<file path="config.mk">
export PLATFORM = sky130hd
export DESIGN_NAME = ir_send_top
export DESIGN_NICKNAME = d
export VERILOG_FILES = /design/src/rtl/ir_pkg.sv /design/src/rtl/ir_key_capture.sv /design/src/rtl/ir_cmd_fifo.sv /design/src/rtl/ir_nec_encoder.sv /design/src/rtl/ir_symbol_timer.sv /design/src/rtl/ir_send_top.sv
export SDC_FILE = /design/constraint.sdc
export NUM_CORES = 1
export LEC_CHECK = 0
export BUFFER_PORTS_ARGS = -buffer_cell sky130_fd_sc_hd__buf_2
export CAP_MARGIN = 20
export CORE_UTILIZATION = 40
export DETAILED_ROUTE_END_ITERATION = 6
export GPL_ROUTABILITY_DRIVEN = 0
export GPL_TIMING_DRIVEN = 0
export PLACE_DENSITY_LB_ADDON = 0.25
export SLEW_MARGIN = 10
export SYNTH_ARGS = -nofsm -noshare
export SYNTH_HDL_FRONTEND = slang
export SYNTH_SLANG_ARGS = --single-unit
</file>
<file path="constraint.sdc">
create_clock -name clk -period 3.3 [get_ports clk]
set_clock_uncertainty 0.05 [all_clocks]
set_input_delay 0.33 -clock clk [delete_from_list [all_inputs] [get_ports clk]]
set_output_delay 0.33 -clock clk [all_outputs]
set_load 0.01 [all_outputs]
</file>
<file path="src/rtl/ir_pkg.sv">
// shared types and constants: command struct, symbol kinds, nec unit counts, key codes
`default_nettype none

package ir_pkg;

    // one queued command, user code in the upper byte
    typedef struct packed {
        logic [7:0] user;
        logic [7:0] data;
    } ir_cmd_t;

    // symbols the encoder can ask the timer for
    typedef enum logic [1:0] {
        SYM_LEADER,
        SYM_ZERO,
        SYM_ONE,
        SYM_STOP
    } sym_kind_t;

    // nec timing in 560 us units
    localparam logic [4:0] LEADER_MARK_UNITS  = 5'd16;  // 9 ms
    localparam logic [4:0] LEADER_SPACE_UNITS = 5'd8;   // 4.5 ms
    localparam logic [4:0] BIT_MARK_UNITS     = 5'd1;
    localparam logic [4:0] ZERO_SPACE_UNITS   = 5'd1;
    localparam logic [4:0] ONE_SPACE_UNITS    = 5'd3;
    localparam logic [4:0] STOP_MARK_UNITS    = 5'd1;

    // command bytes sent for each key
    localparam logic [7:0] KEY1_CODE = 8'h01;
    localparam logic [7:0] KEY2_CODE = 8'h02;

endpackage

`default_nettype wire

</file>
<file path="src/rtl/ir_key_capture.sv">
// key synchronizers, rising edge detection and command strobe generation
`timescale 1ns/1ps
`default_nettype none

module ir_key_capture import ir_pkg::*;
#(
    parameter logic [7:0] USER_CODE = 8'h00
)
(
    input  logic    clk,
    input  logic    rst_n,
    input  logic    key_1,
    input  logic    key_2,
    output logic    cmd_valid,
    output ir_cmd_t cmd
);

    logic [2:0] key_1_sr;   // [1:0] synchronizer, [2] edge reference
    logic [2:0] key_2_sr;
    logic       key_1_rise;
    logic       key_2_rise;

    always_ff @(posedge clk or negedge rst_n)
    begin
        if (!rst_n)
        begin
            key_1_sr <= 3'b000;
            key_2_sr <= 3'b000;
        end
        else
        begin
            key_1_sr <= {key_1_sr[1:0], key_1};
            key_2_sr <= {key_2_sr[1:0], key_2};
        end
    end

    assign key_1_rise = (key_1_sr[2:1] == 2'b01);
    assign key_2_rise = (key_2_sr[2:1] == 2'b01);

    always_ff @(posedge clk or negedge rst_n)
    begin
        if (!rst_n)
            cmd_valid <= 1'b0;
        else
            cmd_valid <= key_1_rise | key_2_rise;   // one strobe per press
    end

    // key_1 wins when both rise together, key_2 is lost then
    always_ff @(posedge clk)
    begin
        if (key_1_rise || key_2_rise)
        begin
            cmd.user <= USER_CODE;
            cmd.data <= key_1_rise ? KEY1_CODE : KEY2_CODE;
        end
    end

endmodule

`default_nettype wire

</file>
<file path="src/rtl/ir_cmd_fifo.sv">
// circular command FIFO with occupancy count, drops writes when full
`timescale 1ns/1ps
`default_nettype none

module ir_cmd_fifo import ir_pkg::*;
#(
    parameter int FIFO_DEPTH = 4    // power of two, at least 2
)
(
    input  logic    clk,
    input  logic    rst_n,
    input  logic    cmd_valid,
    input  ir_cmd_t cmd,
    input  logic    pop,
    output ir_cmd_t rd_cmd,
    output logic    empty
);

    localparam int AW = $clog2(FIFO_DEPTH);

    ir_cmd_t       mem [FIFO_DEPTH];
    logic [AW-1:0] wr_ptr;
    logic [AW-1:0] rd_ptr;
    logic [AW:0]   count;
    logic          full;
    logic          wr_en;
    logic          rd_en;

    assign full  = (count == (AW+1)'(FIFO_DEPTH));
    assign empty = (count == '0);

    assign wr_en = cmd_valid && !full;  // producer is never stalled
    assign rd_en = pop && !empty;

    always_ff @(posedge clk)
    begin
        if (wr_en)
            mem[wr_ptr] <= cmd;
    end

    always_ff @(posedge clk or negedge rst_n)
    begin
        if (!rst_n)
        begin
            wr_ptr <= '0;
            rd_ptr <= '0;
            count  <= '0;
        end
        else
        begin
            if (wr_en)
                wr_ptr <= wr_ptr + 1'b1;    // wraps, depth is a power of two
            if (rd_en)
                rd_ptr <= rd_ptr + 1'b1;
            case ({wr_en, rd_en})
                2'b10:   count <= count + 1'b1;
                2'b01:   count <= count - 1'b1;
                default: count <= count;
            endcase
        end
    end

    assign rd_cmd = mem[rd_ptr];    // head entry, valid while not empty

endmodule

`default_nettype wire

</file>
<file path="src/rtl/ir_nec_encoder.sv">
// nec frame FSM: leader, four bytes LSB first and stop, issued as symbols
`timescale 1ns/1ps
`default_nettype none

module ir_nec_encoder import ir_pkg::*;
(
    input  logic      clk,
    input  logic      rst_n,
    input  logic      empty,
    input  ir_cmd_t   rd_cmd,
    output logic      pop,
    output logic      busy,
    output logic      sym_start,
    output sym_kind_t sym_kind,
    input  logic      sym_done
);

    typedef enum logic [1:0] {
        ST_IDLE,
        ST_LEADER,
        ST_BYTES,
        ST_STOP
    } state_t;

    state_t     state;
    ir_cmd_t    cmd_q;
    logic [1:0] byte_idx;   // user, ~user, data, ~data
    logic [2:0] bit_idx;
    logic [1:0] next_byte;
    logic [2:0] next_bit;

    // symbol for one bit of the frame
    function automatic sym_kind_t bit_kind(input ir_cmd_t c, input logic [1:0] idx,
                                           input logic [2:0] pos);
        logic [7:0] frame_byte;
        case (idx)
            2'd0:    frame_byte = c.user;
            2'd1:    frame_byte = ~c.user;
            2'd2:    frame_byte = c.data;
            default: frame_byte = ~c.data;
        endcase
        return frame_byte[pos] ? SYM_ONE : SYM_ZERO;
    endfunction

    assign pop = (state == ST_IDLE) && !empty;

    assign next_bit  = bit_idx + 3'd1;
    assign next_byte = (bit_idx == 3'd7) ? byte_idx + 2'd1 : byte_idx;

    always_ff @(posedge clk)
    begin
        if (pop)
            cmd_q <= rd_cmd;
    end

    always_ff @(posedge clk or negedge rst_n)
    begin
        if (!rst_n)
        begin
            state     <= ST_IDLE;
            byte_idx  <= 2'd0;
            bit_idx   <= 3'd0;
            busy      <= 1'b0;
            sym_start <= 1'b0;
            sym_kind  <= SYM_LEADER;
        end
        else
        begin
            sym_start <= 1'b0;
            case (state)
                ST_IDLE:
                begin
                    if (pop)
                    begin
                        state     <= ST_LEADER;
                        busy      <= 1'b1;
                        sym_start <= 1'b1;
                        sym_kind  <= SYM_LEADER;
                        byte_idx  <= 2'd0;
                        bit_idx   <= 3'd0;
                    end
                end
                ST_LEADER:
                begin
                    if (sym_done)
                    begin
                        state     <= ST_BYTES;
                        sym_start <= 1'b1;
                        sym_kind  <= bit_kind(cmd_q, 2'd0, 3'd0);   // first user bit
                    end
                end
                ST_BYTES:
                begin
                    if (sym_done)
                    begin
                        sym_start <= 1'b1;
                        if (bit_idx == 3'd7 && byte_idx == 2'd3)
                        begin
                            state    <= ST_STOP;
                            sym_kind <= SYM_STOP;
                        end
                        else
                        begin
                            byte_idx <= next_byte;
                            bit_idx  <= next_bit;
                            sym_kind <= bit_kind(cmd_q, next_byte, next_bit);
                        end
                    end
                end
                ST_STOP:
                begin
                    if (sym_done)
                    begin
                        state <= ST_IDLE;
                        busy  <= 1'b0;  // frame finished
                    end
                end
                default: state <= ST_IDLE;
            endcase
        end
    end

endmodule

`default_nettype wire

</file>
<file path="src/rtl/ir_symbol_timer.sv">
// symbol timer: mark and space timing per symbol, carrier generation and gating
`timescale 1ns/1ps
`default_nettype none

module ir_symbol_timer import ir_pkg::*;
#(
    parameter int UNIT_CYCLES    = 11200,
    parameter int CARRIER_CYCLES = 526
)
(
    input  logic      clk,
    input  logic      rst_n,
    input  logic      sym_start,
    input  sym_kind_t sym_kind,
    output logic      sym_done,
    output logic      ir_out
);

    localparam int CW = $clog2(UNIT_CYCLES + 1);
    localparam int KW = $clog2(CARRIER_CYCLES + 1);

    logic [KW-1:0] car_cnt;
    logic          carrier;
    logic          active;
    logic [CW-1:0] cyc_cnt;     // cycle within the current unit
    logic [4:0]    unit_cnt;    // unit within the symbol
    logic [4:0]    mark_q;
    logic [4:0]    last_q;      // index of the final unit
    logic          unit_end;
    logic [4:0]    kind_mark;
    logic [4:0]    kind_space;
    logic          nxt_active;
    logic [CW-1:0] nxt_cyc;
    logic [4:0]    nxt_unit;
    logic [4:0]    nxt_mark;
    logic [4:0]    nxt_last;

    // free running carrier, high for the first half period
    always_ff @(posedge clk or negedge rst_n)
    begin
        if (!rst_n)
            car_cnt <= '0;
        else if (car_cnt == KW'(CARRIER_CYCLES - 1))
            car_cnt <= '0;
        else
            car_cnt <= car_cnt + 1'b1;
    end

    assign carrier = (car_cnt < KW'(CARRIER_CYCLES / 2));

    always_comb
    begin
        case (sym_kind)
            SYM_LEADER:
            begin
                kind_mark  = LEADER_MARK_UNITS;
                kind_space = LEADER_SPACE_UNITS;
            end
            SYM_ZERO:
            begin
                kind_mark  = BIT_MARK_UNITS;
                kind_space = ZERO_SPACE_UNITS;
            end
            SYM_ONE:
            begin
                kind_mark  = BIT_MARK_UNITS;
                kind_space = ONE_SPACE_UNITS;
            end
            default:
            begin
                kind_mark  = STOP_MARK_UNITS;
                kind_space = 5'd0;      // stop is mark only
            end
        endcase
    end

    assign unit_end = (cyc_cnt == CW'(UNIT_CYCLES - 1));

    // position of the next cycle within the symbol
    always_comb
    begin
        nxt_active = active;
        nxt_cyc    = cyc_cnt;
        nxt_unit   = unit_cnt;
        nxt_mark   = mark_q;
        nxt_last   = last_q;
        if (sym_start)
        begin
            nxt_active = 1'b1;
            nxt_cyc    = '0;
            nxt_unit   = 5'd0;
            nxt_mark   = kind_mark;
            nxt_last   = kind_mark + kind_space - 5'd1;
        end
        else if (active)
        begin
            if (unit_end)
            begin
                nxt_cyc = '0;
                if (unit_cnt == last_q)
                    nxt_active = 1'b0;
                else
                    nxt_unit = unit_cnt + 5'd1;
            end
            else
                nxt_cyc = cyc_cnt + 1'b1;
        end
    end

    always_ff @(posedge clk or negedge rst_n)
    begin
        if (!rst_n)
        begin
            active   <= 1'b0;
            cyc_cnt  <= '0;
            unit_cnt <= 5'd0;
            mark_q   <= 5'd0;
            last_q   <= 5'd0;
            ir_out   <= 1'b0;
            sym_done <= 1'b0;
        end
        else
        begin
            active   <= nxt_active;
            cyc_cnt  <= nxt_cyc;
            unit_cnt <= nxt_unit;
            mark_q   <= nxt_mark;
            last_q   <= nxt_last;
            ir_out   <= nxt_active && (nxt_unit < nxt_mark) && carrier;
            // high during the last cycle of the symbol
            sym_done <= nxt_active && (nxt_unit == nxt_last) &&
                        (nxt_cyc == CW'(UNIT_CYCLES - 1));
        end
    end

endmodule

`default_nettype wire

</file>
<file path="src/rtl/ir_send_top.sv">
// top level: key capture, command FIFO, nec encoder and symbol timer
`timescale 1ns/1ps
`default_nettype none

module ir_send_top import ir_pkg::*;
#(
    parameter int         UNIT_CYCLES    = 11200,   // 560 us at 20 MHz
    parameter int         CARRIER_CYCLES = 526,     // about 38 kHz at 20 MHz
    parameter logic [7:0] USER_CODE      = 8'h00,
    parameter int         FIFO_DEPTH     = 4
)
(
    input  logic clk,
    input  logic rst_n,
    input  logic key_1,
    input  logic key_2,
    output logic ir_out,
    output logic busy
);

    logic      cmd_valid;
    ir_cmd_t   cmd;
    ir_cmd_t   rd_cmd;
    logic      empty;
    logic      pop;
    logic      sym_start;
    sym_kind_t sym_kind;
    logic      sym_done;

    ir_key_capture #(
        .USER_CODE (USER_CODE)
    ) i_key_capture (
        .clk       (clk),
        .rst_n     (rst_n),
        .key_1     (key_1),
        .key_2     (key_2),
        .cmd_valid (cmd_valid),
        .cmd       (cmd)
    );

    ir_cmd_fifo #(
        .FIFO_DEPTH (FIFO_DEPTH)
    ) i_cmd_fifo (
        .clk       (clk),
        .rst_n     (rst_n),
        .cmd_valid (cmd_valid),
        .cmd       (cmd),
        .pop       (pop),
        .rd_cmd    (rd_cmd),
        .empty     (empty)
    );

    ir_nec_encoder i_nec_encoder (
        .clk       (clk),
        .rst_n     (rst_n),
        .empty     (empty),
        .rd_cmd    (rd_cmd),
        .pop       (pop),
        .busy      (busy),
        .sym_start (sym_start),
        .sym_kind  (sym_kind),
        .sym_done  (sym_done)
    );

    ir_symbol_timer #(
        .UNIT_CYCLES    (UNIT_CYCLES),
        .CARRIER_CYCLES (CARRIER_CYCLES)
    ) i_symbol_timer (
        .clk       (clk),
        .rst_n     (rst_n),
        .sym_start (sym_start),
        .sym_kind  (sym_kind),
        .sym_done  (sym_done),
        .ir_out    (ir_out)
    );

endmodule

`default_nettype wire

</file>
==> flow_summary.ini <==
[worst_setup_path]
crit_cells = 11
crit_slowest_cell = dfrtp_1
cp_max_fo = 8
start_kind = flip-flop
end_kind = flip-flop
crit_arrival_ns = 3.10
cp-endpoint = i_symbol_timer.ir_out
crit-reg2reg-launch = i_symbol_timer.cyc_cnt[0]
crit_start = i_symbol_timer.cyc_cnt[0]
crit_top_cell = ha_1
required_ns = 3.50
reg2reg_to = i_symbol_timer.ir_out
path_cells = ha_1 -> and2_1 -> buf_4 -> nand4_4 -> a21oi_1 -> mux2i_1 -> nor2_1 -> ha_1 -> o41ai_2 -> o21ai_0 -> a311oi_1
cp_num_buf_inv = 1
reg2reg_slack_ns = 0.39
max_stage_delay_ns = 0.41
cp_top_family = compound AO/OA/AOI/OAI gates
reg2reg_depth = 11
critical_path_class = flip-flop to flip-flop

[synth]
syn_area_um2 = 3920
ys_top_cells_by_area = dfrtp_1 (43%), edfxtp_1 (9.2%), ha_1 (6.4%)
synth-seq-cells = 79
syn-num-nets = 388
postSynthAreaPerCell_um2 = 10.8
synth_edf_count = 12
synth_top_area_share = 0.428
synthTopCellsByCount = dfrtp_1 (67), nor2_1 (44), inv_1 (27), nand2_1 (26), xor2_1 (21)
async_flop_share = 0.848
synth_flop_cell = dfrtp_1
ys_seq_area_frac = 0.520
ys_types = 50
yosysMostFrequentCell = dfrtp_1
synthCells = 363
synth_warnings = 0
yosysTopAreaCell = dfrtp_1

[timing]
hold-worst-slack_ns = 0.0313
hold_violations = 0
setup_violations = 0
finalCriticalPeriod_ns = 2.91
worst_pin_slew_ns = 0.621
relSlewSlack = 0.582
period_share = 0.881
fmax_mhz = 344
final.setup.tns_ns = 0
maxSlewViolCount = 0
rsz0062_at_grt = false

[global_route]
grt_max_degree = 61
grt_pass1_vias = 2574
grtUsageTotal = 0.155
grt-ovfl-total = 0
grt_pass1_wl_um = 12300
antenna_found_initial = 0

[clock_tree]
worstSkewPairLatency_ns = 0.35
cts_resized = 0
clockRootBuffer = clkbuf_8
cts_tree = done
cts.sinks = 79
htreeDepth = 3
post-cts-setup-buffers = 0
numCtsBuffers = 9
path_clk_slew_ns = 0.09
clk_path_buf_depth = 2

[detailed_routing]
avgViaCountPerCell = 4.92
drc = 0
first_iter_violations = 106
drt-pass1-iter-count = 4
ant_nets = 0
finalWirelength_um = 6790
routedWlPerCell_um = 13.2
vias = 2534

[placed_design]
hpwl_um = 4820
placed_cells = 498
io_buffers = 5

[finish]
syn_to_final_growth_pct = 11.0
post-route-util = 0.464
diodes = 0
drive_gt1_frac = 0.104
final_cells = 515
num-nets-final = 406

[die]
io_pins = 6
die_area_um2 = 10200
fp.dieH_um = 101
row_count = 35
fp.dieW_um = 101
initial_core_util = 0.418
core_area_um2 = 9370

[power_and_ir_drop]
power_leakage_nw = 1.91
p_total_w = 0.00296
ir_drop_v = 0.000362
powerDensity_nw_per_um2 = 682

[job]
drv_cap = 0

[worst_hold_path]
hold_path_class = input pin to flip-flop

[status]
status = finished clean
## cells by family after synthesis
| family | after synthesis | synth area share |
|---|---|---|
| fa+ha+maj | 21 | 0.0690 |
| xor+xnor | 40 | 0.0895 |
| mux | 10 | 0.0342 |
| buf+inv | 36 | 0.0387 |
| flops | 79 | 0.520 |
| compound gates | 49 | 0.0799 |
| simple gates | 128 | 0.169 |
## timing repair
action,CTS,global route
hold buffers,1,0
endpoints found under the setup margin,0,0
hold endpoints to repair,7,0
## worst min path at each step
stage / from / to / depth (start not counted)
CTS: key_2 / i_key_capture.key_2_sr[0] / 1
floorplan: rst_n / i_cmd_fifo.count[0] / 0
detailed placement: rst_n / i_cmd_fifo.rd_ptr[0] / 1
global route: key_2 / i_key_capture.key_2_sr[0] / 1
global placement: i_key_capture.key_1_sr[0] / i_key_capture.key_1_sr[1] / 0
finish: key_2 / i_key_capture.key_2_sr[0] / 1
## registers in the layout, indices dropped and copies added, names as in the netlist, 3 cells and up
name,count
i_nec_encoder.bit_idx,3
i_key_capture.key_2_sr,3
i_cmd_fifo.count,3
i_key_capture.key_1_sr,3
i_symbol_timer.unit_cnt,5
i_symbol_timer.last_q,5
i_cmd_fifo.mem,8
i_symbol_timer.mark_q,5
i_symbol_timer.car_cnt,10
i_symbol_timer.cyc_cnt,14
## stage by stage
step	area, µm²	worst slack, ns
after floorplan	3920	0.757
after global placement	4100	0.426
after detailed placement	4130	0.388
final	4350	0.394
after CTS	4350	0.359
after global routing	4350	0.0971
## report_power, final
| group | total, W | switching, W | internal (W) |
|---|---|---|---|
| Sequential | 0.00131 | 0.000127 | 0.00118 |
| Combinational | 0.000918 | 0.000560 | 0.000359 |
| Clock | 0.000736 | 0.000379 | 0.000357 |
| Total | 0.00296 | 0.00107 | 0.00190 |
## layout make-up
type,count,area (µm²)
Sequential cell,79,2040
Timing Repair Buffer,7,65.1
Inverter,27,101
Multi-Input combinational cell,248,1730
Clock inverter,7,78.8
Clock buffer,9,124
Tap cell,129,161
Fill cell,884,5030
Buffer,9,50.0
## layout by cell type (no fill, tap or decap), types with 2 or more instances in the layout
| cell | Yosys | routed |
|---|---|---|
| a22oi_1 | 3 | 3 |
| and4_1 | 3 | 3 |
| mux4_2 | 2 | 2 |
| nand3_1 | 12 | 12 |
| nor3_1 | 4 | 4 |
| a21oi_1 | 7 | 7 |
| xnor2_1 | 19 | 19 |
| clkbuf_1 | 3 | 3 |
| clkbuf_8 | 0 | 9 |
| nor2_1 | 44 | 44 |
| and2_1 | 7 | 7 |
| nor2b_1 | 5 | 5 |
| dfrtp_1 | 67 | 67 |
| o211ai_1 | 2 | 2 |
| ha_1 | 20 | 20 |
| nand2b_1 | 2 | 2 |
| inv_1 | 27 | 27 |
| a211oi_1 | 4 | 4 |
| nand3b_1 | 2 | 2 |
| nor4_1 | 3 | 3 |
| buf_2 | 4 | 8 |
| o21ai_0 | 19 | 19 |
| nand2_1 | 26 | 26 |
| clkinvlp_4 | 0 | 3 |
| nand4_1 | 9 | 9 |
| inv_6 | 0 | 3 |
| xor2_1 | 21 | 21 |
| buf_4 | 1 | 2 |
| mux2i_1 | 4 | 4 |
| mux2_2 | 3 | 3 |
| edfxtp_1 | 12 | 12 |
| a31oi_1 | 6 | 6 |
| and3_1 | 2 | 2 |
## layer usage
metal,wire length (µm),track usage,vias up
li1,-,-,1284
met1,3420,0.211,1216
met4,122,0.0658,0
met5,0,0,-
met3,129,0.0257,11
met2,3120,0.245,23
No activity file was read; power rests on OpenSTA's default activity.
